File: config.mk
export PLATFORM = sky130hd
export DESIGN_NAME = stepper_axis
export DESIGN_NICKNAME = d
export VERILOG_FILES = /design/src/logic/motor_pkg.sv /design/src/logic/move_pkg.sv /design/src/logic/move_control.sv /design/src/logic/step_timer.sv /design/src/logic/dual_hbridge.sv /design/src/logic/stepper_axis.sv
export SDC_FILE = /design/constraint.sdc
export NUM_CORES = 1
export LEC_CHECK = 0
export ABC_AREA = 1
export BUFFER_PORTS_ARGS = -buffer_cell sky130_fd_sc_hd__buf_2
export CAP_MARGIN = 30
export CORE_MARGIN = 2
export CORE_UTILIZATION = 45
export DETAILED_ROUTE_END_ITERATION = 8
export PLACE_DENSITY = 0.77
export SLEW_MARGIN = 20
export SYNTH_ARGS = -nofsm -noshare
export SYNTH_HDL_FRONTEND = slang
export SYNTH_SLANG_ARGS = --single-unit
File: constraint.sdc
create_clock -name step -period 2 [get_ports step]
set_input_delay 0.5 -clock step [delete_from_list [all_inputs] [get_ports step]]
set_output_delay 0.5 -clock step [all_outputs]
set_load 0.1 [all_outputs]
File: src/logic/motor_pkg.sv
`default_nettype none

package motor_pkg;

  typedef logic [3:0] coil_t;         // Bit 3 down to 0 is a1, a2, b1, b2
  typedef logic [2:0] phase_index_t;  // Electrical position in half steps
  typedef logic [2:0] microstep_t;    // Host mode select

  localparam microstep_t MODE_FULL     = 3'd0;
  localparam microstep_t MODE_FULL_ALT = 3'd1;  // Same sequence as mode 0
  localparam microstep_t MODE_HALF     = 3'd2;  // Anything above holds

  localparam int COIL_A1 = 3;
  localparam int COIL_A2 = 2;
  localparam int COIL_B1 = 1;
  localparam int COIL_B2 = 0;

  // Even entries drive both windings, odd entries only one
  localparam coil_t PHASE_TABLE [8] = '{
    4'b1010,
    4'b0010,
    4'b0110,
    4'b0100,
    4'b0101,
    4'b0001,
    4'b1001,
    4'b1000
  };

endpackage

`default_nettype wire

File: src/logic/move_pkg.sv
`default_nettype none

package move_pkg;

  // Move sequencing states
  typedef enum logic [1:0] {
    IDLE,    // Waiting for a start strobe
    RUN,     // Ticks being counted
    FINISH   // One-cycle completion slot
  } move_state_t;

  // Width of the requested step count
  localparam int DEFAULT_STEPS_WIDTH = 16;

  // Width of the step period in clock cycles
  localparam int DEFAULT_PERIOD_WIDTH = 16;

  // Shortest period the timer can space ticks at
  localparam int MIN_STEP_PERIOD = 2;

endpackage

`default_nettype wire

File: src/logic/move_control.sv
`default_nettype none

module move_control import move_pkg::*, motor_pkg::*; #(
  parameter int STEPS_WIDTH  = DEFAULT_STEPS_WIDTH,
  parameter int PERIOD_WIDTH = DEFAULT_PERIOD_WIDTH
) (
  input  wire                    step,
  input  wire                    reset,
  input  wire                    move_start,
  input  wire [STEPS_WIDTH-1:0]  move_steps,
  input  wire [PERIOD_WIDTH-1:0] move_period,
  input  wire                    move_dir,
  input  wire microstep_t        microsteps,
  input  wire                    hold,
  input  wire                    step_tick,
  output logic                   move_busy,
  output logic                   move_done,
  output logic                   timer_run,
  output logic                   timer_load,
  output logic [PERIOD_WIDTH-1:0] timer_period,
  output logic                   energize,
  output logic                   run_dir,
  output microstep_t             run_mode
);

  typedef logic [STEPS_WIDTH-1:0]  steps_t;
  typedef logic [PERIOD_WIDTH-1:0] period_t;

  localparam period_t MIN_PERIOD = period_t'(MIN_STEP_PERIOD);

  move_state_t state;
  steps_t      steps_left;   // Ticks still to come
  period_t     period_q;     // Clamped period of the running move
  period_t     period_in;
  logic        start_ok;

  assign start_ok  = move_start && (state != RUN);  // Dropped while busy
  assign period_in = (move_period < MIN_PERIOD) ? MIN_PERIOD : move_period;

  always_ff @(posedge step) begin
    if (reset) begin
      state <= IDLE;
    end else begin
      case (state)
        IDLE, FINISH: begin
          if (start_ok) begin
            // A zero-step move goes straight to completion
            state <= (move_steps == '0) ? FINISH : RUN;
          end else begin
            state <= IDLE;
          end
        end
        RUN: begin
          if (step_tick && (steps_left == steps_t'(1))) begin
            state <= FINISH;  // Last tick seen
          end
        end
        default: begin
          state <= IDLE;
        end
      endcase
    end
  end

  always_ff @(posedge step) begin
    if (start_ok) begin
      steps_left <= move_steps;
      period_q   <= period_in;
      run_dir    <= move_dir;
      run_mode   <= microsteps;
    end else if ((state == RUN) && step_tick) begin
      steps_left <= steps_left - steps_t'(1);
    end
  end

  assign move_busy  = (state == RUN);
  assign move_done  = (state == FINISH);
  assign timer_run  = (state == RUN);
  assign timer_load = start_ok;

  // Start cycle loads straight from the host inputs
  assign timer_period = (state == RUN) ? period_q : period_in;

  assign energize = (state == RUN) || hold;

endmodule

`default_nettype wire

File: src/logic/step_timer.sv
`default_nettype none

module step_timer import move_pkg::*; #(
  parameter int PERIOD_WIDTH = DEFAULT_PERIOD_WIDTH
) (
  input  wire                    step,
  input  wire                    reset,
  input  wire                    timer_run,
  input  wire                    timer_load,
  input  wire [PERIOD_WIDTH-1:0] timer_period,
  output logic                   step_tick
);

  typedef logic [PERIOD_WIDTH-1:0] period_t;

  period_t count;   // Cycles left before the next tick
  period_t reload;

  // Counting down to zero takes one cycle more than the load value
  assign reload = timer_period - period_t'(1);

  assign step_tick = timer_run && (count == '0);

  always_ff @(posedge step) begin
    if (reset) begin
      count <= '0;
    end else if (timer_load) begin
      count <= reload;  // Start of a move
    end else if (timer_run) begin
      if (count == '0) begin
        count <= reload;  // Tick issued this cycle
      end else begin
        count <= count - period_t'(1);
      end
    end
  end

endmodule

`default_nettype wire

File: src/logic/dual_hbridge.sv
`default_nettype none

module dual_hbridge import motor_pkg::*; (
  input  wire        step,
  input  wire        reset,
  input  wire        step_tick,
  input  wire        energize,
  input  wire        run_dir,
  input  wire microstep_t run_mode,
  output logic       phase_a1,
  output logic       phase_a2,
  output logic       phase_b1,
  output logic       phase_b2,
  output logic       pwm_a,
  output logic       pwm_b
);

  phase_index_t index;       // Current electrical position
  phase_index_t next_index;
  phase_index_t full_move;
  phase_index_t half_move;
  coil_t        pattern;     // Table entry for index
  coil_t        coils;

  // Wraps modulo 8 through the 3-bit width
  assign half_move = run_dir ? (index + phase_index_t'(1))
                             : (index - phase_index_t'(1));
  assign full_move = run_dir ? (index + phase_index_t'(2))
                             : (index - phase_index_t'(2));

  always_comb begin
    case (run_mode)
      MODE_FULL, MODE_FULL_ALT: begin
        next_index = {full_move[2:1], 1'b0};  // Snap to a two-coil entry
      end
      MODE_HALF: begin
        next_index = half_move;
      end
      default: begin
        next_index = index;  // Hold modes
      end
    endcase
  end

  always_ff @(posedge step) begin
    if (reset) begin
      index   <= '0;
      pattern <= PHASE_TABLE[0];
    end else if (step_tick) begin
      index   <= next_index;
      pattern <= PHASE_TABLE[next_index];
    end
  end

  assign coils = energize ? pattern : '0;  // Bridges off when idle

  assign phase_a1 = coils[COIL_A1];
  assign phase_a2 = coils[COIL_A2];
  assign phase_b1 = coils[COIL_B1];
  assign phase_b2 = coils[COIL_B2];

  // Bridge enable follows whichever winding end is driven
  assign pwm_a = coils[COIL_A1] | coils[COIL_A2];
  assign pwm_b = coils[COIL_B1] | coils[COIL_B2];

endmodule

`default_nettype wire

File: src/logic/stepper_axis.sv
`default_nettype none

module stepper_axis import move_pkg::*, motor_pkg::*; #(
  parameter int STEPS_WIDTH  = DEFAULT_STEPS_WIDTH,
  parameter int PERIOD_WIDTH = DEFAULT_PERIOD_WIDTH
) (
  input  wire                    step,
  input  wire                    reset,
  input  wire                    move_start,
  input  wire [STEPS_WIDTH-1:0]  move_steps,
  input  wire [PERIOD_WIDTH-1:0] move_period,
  input  wire                    move_dir,
  input  wire microstep_t        microsteps,
  input  wire                    hold,
  output logic                   move_busy,
  output logic                   move_done,
  output logic                   step_out,
  output logic                   phase_a1,
  output logic                   phase_a2,
  output logic                   phase_b1,
  output logic                   phase_b2,
  output logic                   pwm_a,
  output logic                   pwm_b
);

  logic                    timer_run;
  logic                    timer_load;
  logic [PERIOD_WIDTH-1:0] timer_period;
  logic                    step_tick;
  logic                    energize;
  logic                    run_dir;
  microstep_t              run_mode;

  move_control #(
    .STEPS_WIDTH  (STEPS_WIDTH),
    .PERIOD_WIDTH (PERIOD_WIDTH)
  ) move_control_inst (
    .step         (step),
    .reset        (reset),
    .move_start   (move_start),
    .move_steps   (move_steps),
    .move_period  (move_period),
    .move_dir     (move_dir),
    .microsteps   (microsteps),
    .hold         (hold),
    .step_tick    (step_tick),
    .move_busy    (move_busy),
    .move_done    (move_done),
    .timer_run    (timer_run),
    .timer_load   (timer_load),
    .timer_period (timer_period),
    .energize     (energize),
    .run_dir      (run_dir),
    .run_mode     (run_mode)
  );

  step_timer #(
    .PERIOD_WIDTH (PERIOD_WIDTH)
  ) step_timer_inst (
    .step         (step),
    .reset        (reset),
    .timer_run    (timer_run),
    .timer_load   (timer_load),
    .timer_period (timer_period),
    .step_tick    (step_tick)
  );

  dual_hbridge dual_hbridge_inst (
    .step      (step),
    .reset     (reset),
    .step_tick (step_tick),
    .energize  (energize),
    .run_dir   (run_dir),
    .run_mode  (run_mode),
    .phase_a1  (phase_a1),
    .phase_a2  (phase_a2),
    .phase_b1  (phase_b1),
    .phase_b2  (phase_b2),
    .pwm_a     (pwm_a),
    .pwm_b     (pwm_b)
  );

  assign step_out = step_tick;  // Step pulse for an external driver

endmodule

`default_nettype wire

==> results.md <==
- Outcome: complete, but fails checks
- Failing checks: setup timing
- Most common cell after layout, fill and taps aside: sky130_fd_sc_hd__nand2_1
- Clock-pin slew reported for the worst setup and hold paths after clock tree synthesis: 0.07 ns
- Endpoints failing setup: 1
- Maximum VDD drop: 0.000546 V
- Cell type with the highest occurrence count on the critical path: sky130_fd_sc_hd__inv_2
- Distinct cells, synth: 45
- Number of antenna violations at the first check in global routing: 0
- Unrepaired setup endpoints after global routing: yes
- Count of clock tree sinks: 61
- Latest clock arrival within the worst-skew pair: 0.34 ns
- Number of filler cells placed in the layout: 729
- Pre-CTS worst setup slack: -0.319 ns
- Placer congestion estimate: 0.950
- DRC violations left: 0
- Total routing resource utilization after global routing: 20.6%
- Die Area: 0.00969 mm2
- #FFs+latches synth: 61
- Violation count after the first detailed-routing iteration: 272
- Max stage delay cell, worst path: sky130_fd_sc_hd__dfxtp_2
- Die extent in x: 98.4 um
- Share of the cycle needed by the critical path after routing: 105%
- Launch point of the worst path: step_timer_inst.count[0]
- Commonest non-fill, non-tap cells in the layout: sky130_fd_sc_hd__nand2_1, sky130_fd_sc_hd__nor2_1, sky130_fd_sc_hd__buf_4, sky130_fd_sc_hd__inv_1, sky130_fd_sc_hd__edfxtp_1
- Avg Vias per Cell: 5.30
- Hold_sp: microsteps[2]
- Overall overflow remaining after global route: 0
- Std cell rows: 34
- Antenna diode count: 0
- Sort of element at the start of the critical path: register
- WHS Path Cells: 1
- Largest net degree at the start of global routing: 41
- Series of cell instances along the critical path: inv_2 -> ha_4 -> inv_2 -> nor4_2 -> nand2_1 -> nor3_4 -> buf_12
- Highest fanout seen on the critical path: 2
- Number of hold-repair buffers added at the cts stage: 0
- Total nets after synthesis: 588
- Wire per inst: 13.7 um
- Mean instance size in the synthesized netlist: 7.41 um2
- Number of vias after detailed routing: 3903
- Final Hold Violating Endpoints: 0
- Slew Limit Headroom: 67.1%
- Reg2reg path depth: 14
- Area Growth Syn to Fin: 31.5%
- Inserted Clock Buffers: 9
- Setup crit end kind: output pin
- Minimum hold slack: 0.332 ns
- I/O pin count: 49
- Hold Crit Class: input pin to register
- CP Data Required Time: 1.50 ns
- Endpoint of the worst-slack reg-to-reg timing path: step_timer_inst.count[12]
- Setup skew after layout: 0.00792 ns
- Most used DFF post-synth: sky130_fd_sc_hd__edfxtp_1
- Final worst path period need: 2.10 ns
- Register area: 0.00159 mm2
- Die height: 98.4 um
- Synthesis warning total: 0
- Number of instances in the synthesized netlist: 542
- Vias in the first global route: 3693
- HPWL after detailed placement: 7130 um
- Core ar.: 0.00868 mm2
- Clock buffer depth: 2
- Max-cap violations: 0
- Count of final max-slew check failures: 0
- Worst Hold End: move_control_inst.run_mode[2]
- Power per standard cell area: 778 mW/mm2
- Clock Root Buffer: sky130_fd_sc_hd__clkbuf_8
- Number of nets with antenna violations after detailed routing: 0
- Post-detailed-routing wire length: 10100 um
- Share of flip-flops with an asynchronous set or reset: 0%
- Share of post-route cells with drive strength above 1: 31.4%
- Area of the mapped netlist: 0.00401 mm2
- Reg-to-reg critical path startpoint: move_control_inst.state[1]
- Upper clock frequency limit: 0.476 GHz
- Critical path data arrival time: 1.60 ns
- Htree depth: 3
- Area of the multi-input gates: 0.00233 mm2
- Crit-path max cell delay: 0.32 ns
- Clock tree from TritonCTS: yes
- Worst Setup Path Type: register to output pin
- Layout net count: 669
- First-pass GRT wire length: 16400 um
- Leakage power: 2.23 nW
- PnR worst setup slack: -0.100 ns
- Actual transition at the worst max-transition pin: 0.489 ns
- Initial DRT Pass Iterations: 5
- IO Port Bufs: 48
- R2R Setup Slk: 0.09 ns
- Count of flip-flops with a built-in enable after synthesis: 36
- Initial core utilization: 46.3%
- Fraction of the yosys area taken by sequential cells: 39.4%
[layout make-up]
class / count / area share [%]
Inverter: 53 / 3.96
Clock buffer: 14 / 3.08
Clock inverter: 2 / 0.190
Multi-Input combinational cell: 400 / 44.1
Tap cell: 108 / 2.56
Sequential cell: 61 / 30.1
Timing Repair Buffer: 98 / 16.0
[what timing repair did]
item,CTS,global route
setup endpoints to repair,8,21
setup buffers,11,6
pin swaps,5,22
gates resized for setup,13,53
[synth_stat cells (2+ instances only)]
| library cell | number | area (um2) |
|---|---|---|
| sky130_fd_sc_hd__nand2_1 | 135 | 507 |
| sky130_fd_sc_hd__nor2_1 | 65 | 244 |
| sky130_fd_sc_hd__inv_1 | 48 | 180 |
| sky130_fd_sc_hd__edfxtp_1 | 36 | 1080 |
| sky130_fd_sc_hd__o21ai_0 | 32 | 160 |
| sky130_fd_sc_hd__a21oi_1 | 28 | 140 |
| sky130_fd_sc_hd__dfxtp_1 | 25 | 500 |
| sky130_fd_sc_hd__nand3_1 | 25 | 125 |
| sky130_fd_sc_hd__clkbuf_1 | 18 | 67.6 |
| sky130_fd_sc_hd__xor2_1 | 13 | 114 |
| sky130_fd_sc_hd__nand2_2 | 11 | 68.8 |
| sky130_fd_sc_hd__nor3_1 | 9 | 45.0 |
| sky130_fd_sc_hd__xnor2_1 | 9 | 78.8 |
| sky130_fd_sc_hd__nand4_1 | 8 | 50.1 |
| sky130_fd_sc_hd__nor4_1 | 7 | 43.8 |
| sky130_fd_sc_hd__or2_2 | 6 | 37.5 |
| sky130_fd_sc_hd__a31oi_1 | 5 | 31.3 |
| sky130_fd_sc_hd__ha_1 | 5 | 62.6 |
| sky130_fd_sc_hd__inv_2 | 5 | 18.8 |
| sky130_fd_sc_hd__buf_6 | 4 | 45.0 |
| sky130_fd_sc_hd__nand3b_1 | 4 | 30.0 |
| sky130_fd_sc_hd__nor2_2 | 4 | 25.0 |
| sky130_fd_sc_hd__nor2_4 | 4 | 45.0 |
| sky130_fd_sc_hd__nor3_2 | 4 | 40.0 |
| sky130_fd_sc_hd__a21oi_2 | 3 | 26.3 |
| sky130_fd_sc_hd__buf_2 | 3 | 15.0 |
| sky130_fd_sc_hd__o211ai_1 | 3 | 22.5 |
| sky130_fd_sc_hd__buf_4 | 2 | 15.0 |
| sky130_fd_sc_hd__nand3_2 | 2 | 20.0 |
| sky130_fd_sc_hd__o21ai_1 | 2 | 10.0 |
| sky130_fd_sc_hd__o221ai_1 | 2 | 17.5 |
| sky130_fd_sc_hd__o31ai_1 | 2 | 15.0 |
[stage by stage]
step | setup TNS (ns) | instances | utilization, % | cell area [um2] | power, mW
2_1_floorplan | -0.621 | 542 | - | 4110 | 2.56
3_5_place_dp | -2.10 | 703 | 54.4 | 4720 | 2.94
5_1_grt | -0.416 | 736 | 60.8 | 5280 | 4.34
6_report | -0.100 | 736 | 60.8 | 5280 | 4.11
3_3_place_gp | -1.45 | 703 | 54.4 | 4720 | 2.90
4_1_cts | -0.122 | 730 | 57.7 | 5010 | 3.99
[worst max-delay path, delay by kind of cell (launching register included)]
kind / cells / cell delay (ns)
adders and majority gates: 1 / 0.13
and+or+nand+nor: 3 / 0.49
buffers and inverters: 3 / 0.31
DFF: 1 / 0.32
[worst max-delay path by stage]
stage                              endpoint  slack, ns  depth (start not counted)
6_report                           step_out      -0.10                          7
3_3_place_gp      step_timer_inst.count[10]      -0.25                         15
5_1_grt                            step_out      -0.20                          7
2_1_floorplan  dual_hbridge_inst.pattern[0]      -0.24                          8
3_5_place_dp      step_timer_inst.count[10]      -0.32                         15
4_1_cts                            step_out      -0.12                          7
[kinds of logic (layout without fill, tap and decap cells)]
group / Yosys count / after routing / synth area share (%)
AOI/OAI and AO/OA: 84 / 84 / 12.2
xor gates and xnor gates: 22 / 22 / 4.80
adders and majority gates: 6 / 6 / 2.06
buffers and inverters: 81 / 167 / 8.60
DFF: 61 / 61 / 39.4
and+or+nand+nor: 288 / 288 / 32.9
[metal layers]
layer / part of all wire [%] / vias to the layer above / wire length [um] / global-route usage [%]
met2: 50 / 129 / 5020 / 34.3
met4: 1.9 / 0 / 194 / 7.69
met5: 0 / - / 0 / 0
met1: 44 / 1816 / 4410 / 26.9
met3: 4.6 / 17 / 464 / 3.90
li1: - / 1941 / - / -
[power by group]
group          total [mW]  switching, mW  internal, mW
Sequential           1.65          0.136          1.51
Combinational        1.47          0.873         0.594
Clock               0.993          0.478         0.515
[registers in the layout, summed over array words and instances (netlist names)]
signal	cells
move_control_inst.run_dir	1
dual_hbridge_inst.index	3
move_control_inst.steps_left	16
step_timer_inst.count	16
dual_hbridge_inst.pattern	4
move_control_inst.run_mode	3
move_control_inst.period_q	16
move_control_inst.state	2
Power figures use the tool's default switching activity.
